--- config.mk ---
export PLATFORM = sky130hd
export DESIGN_NAME = correlator_top
export DESIGN_NICKNAME = d
export VERILOG_FILES = /design/src/source/corr_pkg.sv /design/src/source/pair_select.sv /design/src/source/bank_ctrl.sv /design/src/source/cos_sin_mac.sv /design/src/source/visibility_ram.sv /design/src/source/vis_bus_read.sv /design/src/source/correlator_top.sv
export SDC_FILE = /design/constraint.sdc
export NUM_CORES = 1
export LEC_CHECK = 0
export BUFFER_PORTS_ARGS = -buffer_cell sky130_fd_sc_hd__buf_2
export CAP_MARGIN = 20
export CORE_MARGIN = 2
export CORE_UTILIZATION = 54
export DETAILED_ROUTE_END_ITERATION = 7
export PLACE_DENSITY = 0.78
export SLEW_MARGIN = 10
export SYNTH_ARGS = -nofsm -noshare
export SYNTH_HDL_FRONTEND = slang
export SYNTH_SLANG_ARGS = --single-unit
--- constraint.sdc ---
create_clock -name clk_x -period 2.9 [get_ports clk_x]
set_input_delay 0.58 -clock clk_x [delete_from_list [all_inputs] [get_ports clk_x]]
set_output_delay 0.58 -clock clk_x [all_outputs]
set_load 0.02 [all_outputs]
--- src/source/corr_pkg.sv ---
package corr_pkg;

   //------------------------------------------------------------
   // Array sizes and accumulator range
   //------------------------------------------------------------
   localparam int N_ANT  = 24;
   localparam int N_PAIR = 12;
   localparam int ACC_W  = 12;

   // Signed saturation limits, 2047 and -2048 for 12 bits
   localparam int ACC_MAX = (1 << (ACC_W - 1)) - 1;
   localparam int ACC_MIN = -(1 << (ACC_W - 1));

   // Pair address within one pass
   typedef logic [3:0] pair_idx_t;

   // Bank bit on top of the pair address
   typedef logic [4:0] ram_adr_t;

   // Both banks of one accumulator array
   localparam int RAM_DEPTH = 2 ** $bits(ram_adr_t);

   // Antenna index into the sample vectors
   typedef logic [$clog2(N_ANT)-1:0] ant_idx_t;

   typedef struct packed {
      ant_idx_t a;
      ant_idx_t b;
   } pair_ent_t;

   // Fixed pair table, antenna a against antenna b
   localparam pair_ent_t PAIR_TABLE [N_PAIR] = '{
      '{a: 5'd0,  b: 5'd1},
      '{a: 5'd2,  b: 5'd3},
      '{a: 5'd4,  b: 5'd5},
      '{a: 5'd6,  b: 5'd7},
      '{a: 5'd8,  b: 5'd9},
      '{a: 5'd10, b: 5'd11},
      '{a: 5'd12, b: 5'd13},
      '{a: 5'd14, b: 5'd15},
      '{a: 5'd16, b: 5'd17},
      '{a: 5'd18, b: 5'd19},
      '{a: 5'd20, b: 5'd21},
      '{a: 5'd22, b: 5'd23}
   };

   //------------------------------------------------------------
   // Pipeline payloads
   //------------------------------------------------------------
   typedef struct packed {
      logic go;  // Sample slot was enabled
      logic ar;  // Real bit of antenna a
      logic br;  // Real bit of antenna b
      logic bi;  // Imaginary bit of antenna b
   } ant_bits_t;

   typedef struct packed {
      logic signed [ACC_W-1:0] cos_v;
      logic signed [ACC_W-1:0] sin_v;
   } acc_pair_t;

   typedef struct packed {
      logic      valid;
      ram_adr_t  adr;
      acc_pair_t acc;
   } wr_req_t;

endpackage

--- src/source/pair_select.sv ---
`timescale 1ns/100ps

module pair_select
   import corr_pkg::*;
(
   input  logic             clk_x,
   input  logic             rst,
   input  logic             en_i,
   input  logic [N_ANT-1:0] re_i,
   input  logic [N_ANT-1:0] im_i,
   output pair_idx_t        adr_o,
   output logic             wrap_o,
   output ant_bits_t        bits_o
);

   //------------------------------------------------------------
   // Pair address counter
   //------------------------------------------------------------
   pair_idx_t adr_q;
   logic      last;

   // Last pair of the pass
   assign last = (adr_q == pair_idx_t'(N_PAIR - 1));

   always_ff @(posedge clk_x) begin
      if (rst) begin
         adr_q <= '0;
      end else if (en_i) begin
         // Wrap back to pair 0 after the last pair
         adr_q <= last ? '0 : adr_q + 4'd1;
      end
   end

   assign adr_o  = adr_q;
   assign wrap_o = last;

   //------------------------------------------------------------
   // Pair lookup and sample capture
   //------------------------------------------------------------
   pair_ent_t ent;
   logic      go_q;
   logic      ar_q;
   logic      br_q;
   logic      bi_q;

   assign ent = PAIR_TABLE[adr_q];

   // Go marks an enabled slot one cycle later
   always_ff @(posedge clk_x) begin
      if (rst) begin
         go_q <= 1'b0;
      end else begin
         go_q <= en_i;
      end
   end

   // Sample bits, aligned with the RAM read data
   always_ff @(posedge clk_x) begin
      ar_q <= re_i[ent.a];
      br_q <= re_i[ent.b];
      bi_q <= im_i[ent.b];
   end

   assign bits_o = '{go: go_q, ar: ar_q, br: br_q, bi: bi_q};

endmodule

--- src/source/bank_ctrl.sv ---
`timescale 1ns/100ps

module bank_ctrl (
   input  logic clk_x,
   input  logic rst,
   input  logic en_i,
   input  logic sw_i,
   input  logic wrap_i,
   output logic bank_o,
   output logic bank_n_o,
   output logic clear_o
);

   //------------------------------------------------------------
   // Wrap and swap decode
   //------------------------------------------------------------
   logic pend_q;
   logic bank_q;
   logic clear_q;
   logic wrap_en;
   logic swap;

   // Wrap only counts on an enabled cycle
   assign wrap_en = en_i & wrap_i;

   // Swap on a pending request, or on a pulse landing on the wrap
   assign swap = wrap_en & (sw_i | pend_q);

   //------------------------------------------------------------
   // Bank state
   //------------------------------------------------------------
   always_ff @(posedge clk_x) begin
      if (rst) begin
         pend_q  <= 1'b0;
         bank_q  <= 1'b0;
         // Very first pass also starts from zero
         clear_q <= 1'b1;
      end else if (swap) begin
         pend_q  <= 1'b0;
         bank_q  <= ~bank_q;
         // Next full pass overwrites old sums
         clear_q <= 1'b1;
      end else begin
         // Remember a switch pulse until the wrap
         if (sw_i) begin
            pend_q <= 1'b1;
         end
         // Clear pass is over once all pairs were visited
         if (wrap_en && clear_q) begin
            clear_q <= 1'b0;
         end
      end
   end

   //------------------------------------------------------------
   // Outputs
   //------------------------------------------------------------
   assign bank_o   = bank_q;
   // Bus side reads the bank not being accumulated
   assign bank_n_o = ~bank_q;
   assign clear_o  = clear_q;

endmodule

--- src/source/cos_sin_mac.sv ---
`timescale 1ns/100ps

module cos_sin_mac
   import corr_pkg::*;
(
   input  logic      clk_x,
   input  logic      rst,
   input  ant_bits_t bits_i,
   input  ram_adr_t  adr_i,
   input  acc_pair_t acc_i,
   output wr_req_t   wr_o,
   output logic      ovf_cos_o,
   output logic      ovf_sin_o
);

   //------------------------------------------------------------
   // One-bit products
   //------------------------------------------------------------
   logic cos_up;
   logic sin_up;

   // Equal sign bits give +1, else -1
   assign cos_up = ~(bits_i.ar ^ bits_i.br);
   assign sin_up = ~(bits_i.ar ^ bits_i.bi);

   //------------------------------------------------------------
   // Saturating add
   //------------------------------------------------------------
   logic                    cos_clip;
   logic                    sin_clip;
   logic signed [ACC_W-1:0] cos_nxt;
   logic signed [ACC_W-1:0] sin_nxt;

   // Step of one clips only at the rail it points to
   assign cos_clip = cos_up ? (acc_i.cos_v == ACC_MAX) : (acc_i.cos_v == ACC_MIN);
   assign sin_clip = sin_up ? (acc_i.sin_v == ACC_MAX) : (acc_i.sin_v == ACC_MIN);

   // Clipped value stays on the rail
   assign cos_nxt = cos_clip ? acc_i.cos_v :
                    cos_up   ? acc_i.cos_v + ACC_W'(1) : acc_i.cos_v - ACC_W'(1);
   assign sin_nxt = sin_clip ? acc_i.sin_v :
                    sin_up   ? acc_i.sin_v + ACC_W'(1) : acc_i.sin_v - ACC_W'(1);

   //------------------------------------------------------------
   // Write request and sticky flags
   //------------------------------------------------------------
   logic      valid_q;
   ram_adr_t  adr_q;
   acc_pair_t acc_q;
   logic      ovf_cos_q;
   logic      ovf_sin_q;

   always_ff @(posedge clk_x) begin
      if (rst) begin
         valid_q   <= 1'b0;
         ovf_cos_q <= 1'b0;
         ovf_sin_q <= 1'b0;
      end else begin
         valid_q <= bits_i.go;
         // Sticky until reset
         if (bits_i.go && cos_clip) ovf_cos_q <= 1'b1;
         if (bits_i.go && sin_clip) ovf_sin_q <= 1'b1;
      end
   end

   // Payload only moves on enabled slots
   always_ff @(posedge clk_x) begin
      if (bits_i.go) begin
         adr_q <= adr_i;
         acc_q <= '{cos_v: cos_nxt, sin_v: sin_nxt};
      end
   end

   assign wr_o      = '{valid: valid_q, adr: adr_q, acc: acc_q};
   assign ovf_cos_o = ovf_cos_q;
   assign ovf_sin_o = ovf_sin_q;

endmodule

--- src/source/visibility_ram.sv ---
`timescale 1ns/100ps

module visibility_ram
   import corr_pkg::*;
(
   input  logic      clk_x,
   input  logic      rst,
   input  logic      en_i,
   input  pair_idx_t adr_i,
   input  logic      bank_i,
   input  logic      clear_i,
   input  wr_req_t   wr_i,
   input  ram_adr_t  bus_adr_i,
   output acc_pair_t rd_o,
   output ram_adr_t  rd_adr_o,
   output acc_pair_t bus_q_o
);

   //------------------------------------------------------------
   // Accumulator storage
   //------------------------------------------------------------
   // Lower half is bank 0, upper half bank 1
   logic signed [ACC_W-1:0] cos_mem [RAM_DEPTH];
   logic signed [ACC_W-1:0] sin_mem [RAM_DEPTH];

   ram_adr_t rd_adr;

   // Active bank selects the half being accumulated
   assign rd_adr = {bank_i, adr_i};

   //------------------------------------------------------------
   // Pipeline read port
   //------------------------------------------------------------
   acc_pair_t rd_q;
   ram_adr_t  rd_adr_q;

   always_ff @(posedge clk_x) begin
      if (!rst && en_i) begin
         // Clear pass feeds zero into the MAC
         if (clear_i) begin
            rd_q <= '0;
         end else begin
            rd_q <= '{cos_v: cos_mem[rd_adr], sin_v: sin_mem[rd_adr]};
         end
         // Carried along for the write-back
         rd_adr_q <= rd_adr;
      end
   end

   assign rd_o     = rd_q;
   assign rd_adr_o = rd_adr_q;

   //------------------------------------------------------------
   // Write-back port
   //------------------------------------------------------------
   // Two cycles after the read of the same word
   always_ff @(posedge clk_x) begin
      if (!rst && wr_i.valid) begin
         cos_mem[wr_i.adr] <= wr_i.acc.cos_v;
         sin_mem[wr_i.adr] <= wr_i.acc.sin_v;
      end
   end

   //------------------------------------------------------------
   // Bus read port
   //------------------------------------------------------------
   // Asynchronous read, registered in the bus block
   assign bus_q_o = '{cos_v: cos_mem[bus_adr_i], sin_v: sin_mem[bus_adr_i]};

endmodule

--- src/source/vis_bus_read.sv ---
`timescale 1ns/100ps

module vis_bus_read
   import corr_pkg::*;
(
   input  logic             clk_x,
   input  logic             rst,
   input  logic             cyc_i,
   input  logic             stb_i,
   input  logic             bst_i,
   input  logic [4:0]       adr_i,
   input  logic             bank_n_i,
   input  acc_pair_t        bus_q_i,
   output ram_adr_t         bus_adr_o,
   output logic             ack_o,
   output logic [ACC_W-1:0] dat_o
);

   typedef enum logic [1:0] {
      BUS_IDLE = 2'd0,
      BUS_WAIT = 2'd1,
      BUS_READ = 2'd2
   } bus_state_t;

   bus_state_t state_q;
   logic       req;

   assign req = cyc_i & stb_i;

   //------------------------------------------------------------
   // Bus FSM
   //------------------------------------------------------------
   always_ff @(posedge clk_x) begin
      if (rst || !cyc_i) begin
         // Dropping the cycle ends any transfer
         state_q <= BUS_IDLE;
      end else begin
         case (state_q)
            BUS_IDLE: if (req) state_q <= BUS_READ;
            BUS_WAIT: if (stb_i) state_q <= BUS_READ;
            // Burst keeps acking, address comes a cycle early
            BUS_READ: state_q <= (bst_i && stb_i) ? BUS_READ : BUS_WAIT;
            default:  state_q <= BUS_IDLE;
         endcase
      end
   end

   assign ack_o = (state_q == BUS_READ);

   //------------------------------------------------------------
   // Read data
   //------------------------------------------------------------
   // Pair field plus the bank not being accumulated
   assign bus_adr_o = {bank_n_i, adr_i[3:0]};

   // Bit 4 picks sine over cosine
   always_ff @(posedge clk_x) begin
      if (req) begin
         dat_o <= adr_i[4] ? bus_q_i.sin_v : bus_q_i.cos_v;
      end
   end

endmodule

--- src/source/correlator_top.sv ---
`timescale 1ns/100ps

module correlator_top
   import corr_pkg::*;
(
   input  logic             clk_x,
   input  logic             rst,

   // Antenna samples
   input  logic             en_i,
   input  logic [N_ANT-1:0] re_i,
   input  logic [N_ANT-1:0] im_i,
   input  logic             sw_i,

   // Read bus
   input  logic             cyc_i,
   input  logic             stb_i,
   input  logic             bst_i,
   input  logic [4:0]       adr_i,
   output logic             ack_o,
   output logic [ACC_W-1:0] dat_o,

   // Sticky saturation flags
   output logic             overflow_cos_o,
   output logic             overflow_sin_o
);

   //------------------------------------------------------------
   // Internal nets
   //------------------------------------------------------------
   pair_idx_t pair_adr;
   logic      wrap;
   ant_bits_t bits;
   logic      bank;
   logic      bank_n;
   logic      clear;
   acc_pair_t rd_acc;
   ram_adr_t  rd_adr;
   wr_req_t   wr_req;
   ram_adr_t  bus_adr;
   acc_pair_t bus_q;

   //------------------------------------------------------------
   // Correlator pipeline
   //------------------------------------------------------------
   // Stage 0, pair address and sample capture
   pair_select u_pair_select (
      .clk_x  (clk_x),
      .rst    (rst),
      .en_i   (en_i),
      .re_i   (re_i),
      .im_i   (im_i),
      .adr_o  (pair_adr),
      .wrap_o (wrap),
      .bits_o (bits)
   );

   bank_ctrl u_bank_ctrl (
      .clk_x    (clk_x),
      .rst      (rst),
      .en_i     (en_i),
      .sw_i     (sw_i),
      .wrap_i   (wrap),
      .bank_o   (bank),
      .bank_n_o (bank_n),
      .clear_o  (clear)
   );

   // Stages 1 and 3, read and write-back
   visibility_ram u_visibility_ram (
      .clk_x     (clk_x),
      .rst       (rst),
      .en_i      (en_i),
      .adr_i     (pair_adr),
      .bank_i    (bank),
      .clear_i   (clear),
      .wr_i      (wr_req),
      .bus_adr_i (bus_adr),
      .rd_o      (rd_acc),
      .rd_adr_o  (rd_adr),
      .bus_q_o   (bus_q)
   );

   // Stage 2, multiply-accumulate
   cos_sin_mac u_cos_sin_mac (
      .clk_x     (clk_x),
      .rst       (rst),
      .bits_i    (bits),
      .adr_i     (rd_adr),
      .acc_i     (rd_acc),
      .wr_o      (wr_req),
      .ovf_cos_o (overflow_cos_o),
      .ovf_sin_o (overflow_sin_o)
   );

   //------------------------------------------------------------
   // Bus side
   //------------------------------------------------------------
   vis_bus_read u_vis_bus_read (
      .clk_x     (clk_x),
      .rst       (rst),
      .cyc_i     (cyc_i),
      .stb_i     (stb_i),
      .bst_i     (bst_i),
      .adr_i     (adr_i),
      .bank_n_i  (bank_n),
      .bus_q_i   (bus_q),
      .bus_adr_o (bus_adr),
      .ack_o     (ack_o),
      .dat_o     (dat_o)
   );

endmodule

==> impl_metrics.toml <==
[routing]
dr_total_vias = 22500
drt_wl_total_mm = 110
drtIter0Drc = 3630
route.met2.wl_mm = 52.7
drc = 0
m1WireLength_mm = 37.6
routed-wl-met3_mm = 13.0
routed_via_density = 7.19
firstDrtPassIters = 6
maxUsedRoutingLayer = "met5"
ant_nets = 0
wl_per_cell_um = 35.4

[floorplanning]
core_area_um2 = 72800
die_h_um = 275
std_cell_rows = 99
dieArea_um2 = 75500
initial_core_util_pct = 54.4
pin_count = 75
die_w_um = 275

[synth]
ys_ff_latch = 854
async_reset_ff_share_pct = 0
syn_area_um2 = 39600
synth.yosys.seq_area_share_pct = 64.3
syn_avg_cell_area_um2 = 21.1
synth_edf_count = 838
synthCells = 1881
yosysWarnings = 0
synth-main-ff-cell = "edfxtp_1"
syn_nets = 1964
yosysUniqueCellTypes = 56

[clock_network]
tritoncts.num_buffers = 85
cts.htree.levels = 3
clk_pin_slew_ns = 0.06
cts_hold_buf = 0
cts_buffer_depth = 3
cts_sinks = 854
tritoncts = "built"
insertion_delay_ns = 0.64
root_buffer = "clkbuf_16"

[min_path]
hp-class = "input port to flop"

[sta]
finalSetupViolations = 0
timing.fmax_mhz = 359
fin_hold_ws_ns = 0.159
final_max_slew_viol_count = 0
fin_skew_ns = 0.0177
worst_pin_slew_ns = 1.12
slew_headroom_pct = 25.4
finalCritPeriodShare_pct = 96.0
tns_ns = 0
fin_crit_ns = 2.78
finalWorstSetupSlack_ns = 0.117
rsz0062_at_grt = "no"
hold_violations = 0

[worst_setup_path]
cp.arrival_ns = 3.24
critPathCaptureType = "flop"
start_kind = "flop"
crit_required_ns = 3.36
crit_fanout = 9
critical_path_class = "flop to flop"

[finish]
multi_input_area_um2 = 13700
final_cell_area_um2 = 45600
area_growth_pct = 15.1
num-fill-cells = 4734
regArea_um2 = 25500
drive_gt1_share_pct = 42.7
final_nets = 2182
diodes = 0

[placed_design]
place_ws_ns = -0.00885
dpl.hpwl_mm = 66.7
place_congestion = 0.860
numPortBuffers = 62
place_area_um2 = 42900

[grt]
grt_pass1_wl_mm = 157
grt_antenna_before_repair = 3
grt_max_degree = 64
first_global_vias = 22700
grt_remaining_overflow = 0
grt_use_total_pct = 29.9

[pwr]
p_leak_nw = 14.3
design_power_total_mw = 28.5
powerDensity_nw_per_um2 = 624
worst_ir_drop_vdd_mv = 0.453

[run]
maxCapViolCount = 0

[status]
status = "finished, final reports clean"
## worst max-delay path, cell delays in order, from the launching register on
cell and delay [ns]:
dfxtp_2 0.34, buf_4 0.14, xor2_2 0.20, buf_4 0.21, buf_4 0.18, ha_1 0.27
nand3_1 0.10, nor3_2 0.06, and2_4 0.15, buf_4 0.16, or3b_1 0.35, mux2_2 0.27
nand2_1 0.17
## path summary, 6_finish.rpt
| path | from | end | slack (ns) | cells past startpoint |
|---|---|---|---|---|
| worst min register to register | u_visibility_ram.rd_adr_o[3] | u_cos_sin_mac.adr_q[3] | 0.43 | 0 |
| worst max-delay path | u_pair_select.ar_q | u_cos_sin_mac.wr_o[9] | 0.12 | 12 |
| worst max register to register | u_pair_select.ar_q | u_cos_sin_mac.wr_o[9] | 0.12 | 12 |
| worst min-delay path | sw_i | u_bank_ctrl.pend_q | 0.16 | 3 |
## cell usage in the layout (no fill, tap or decap), types with 11 or more instances in the layout
master	instances
edfxtp_1	838
mux4_2	483
buf_4	151
clkbuf_16	87
nor2_1	62
buf_2	58
nand2_1	53
buf_12	51
mux2i_1	38
nor2_4	32
a22oi_1	22
a21oi_1	22
clkinv_1	22
ha_1	21
o21ai_0	19
clkbuf_1	19
clkinv_2	13
nand3_1	12
inv_1	11
## synthesized netlist by cell type, types with 11 or more instances
cell type	n	area, µm²
mux4_2	483	10900
dfxtp_1	16	320
mux2i_1	38	380
o21ai_0	23	115
a21oi_1	23	115
nand2_1	54	203
a22oi_1	22	165
buf_1	16	60.1
edfxtp_1	838	25200
inv_1	11	41.3
nor2_1	94	353
buf_2	33	165
buf_6	12	135
clkbuf_1	63	236
ha_1	21	263
nand3_1	12	60.1
## per-layer routing
layer  track usage [%]  up-vias
met4              16.3        2
met5                 0        -
met3              5.80      364
met2              46.6     1791
met1              40.3    11700
li1                  -     8618
## power by group
part	internal, mW	switching, mW	leakage (nW)
logic	1.68	1.68	5.35
registers	14.1	0.502	7.71
clock network	5.92	4.54	1.25
total	21.7	6.73	14.3
## registers in the layout (all words and copies together) (netlist names)
signal / flops
u_cos_sin_mac.adr_q: 5
u_visibility_ram.rd_adr_o: 5
u_cos_sin_mac.ovf_cos_o: 1
u_visibility_ram.cos_mem: 384
u_cos_sin_mac.ovf_sin_o: 1
u_cos_sin_mac.wr_o: 24
u_cos_sin_mac.valid_q: 1
u_pair_select.go_q: 1
u_vis_bus_read.state_q: 2
u_visibility_ram.sin_mem: 384
u_bank_ctrl.clear_o: 1
u_pair_select.br_q: 1
u_bank_ctrl.bank_o: 1
u_bank_ctrl.pend_q: 1
u_pair_select.adr_o: 4
u_pair_select.bi_q: 1
u_visibility_ram.rd_o: 24
u_pair_select.ar_q: 1
u_vis_bus_read.dat_o: 12
## through the flow
stage          utilization (%)  std cells
2_1_floorplan                -       1881
3_3_place_gp              58.9       2967
3_5_place_dp              58.9       2967
4_1_cts                   62.4       3118
5_1_grt                   62.6       3122
6_report                  62.6       3122
## final cells by class
cell class,count,share of cell area (%)
clock buffers,106,4.93
well taps,959,2.63
repair buffers,263,5.49
flip-flops and latches,854,56.0
clock inverters,45,0.747
multi-input cells,883,30.1
inverters,12,0.0988
## what timing repair did
| item | in CTS | in global routing |
|---|---|---|
| gates resized for setup | 2 | 14 |
| pin swaps | 0 | 5 |
| setup endpoints to repair | 2 | 13 |
| setup buffers | 0 | 3 |
## kinds of logic after synthesis
logic type	Yosys count	synth area share (%)
buf+inv	144	1.77
xor+xnor	17	0.395
mux	530	28.7
compound gates	107	1.74
fa+ha+maj	23	0.764
flops	854	64.3
simple gates	206	2.33
Power figures use the tool's default switching activity.
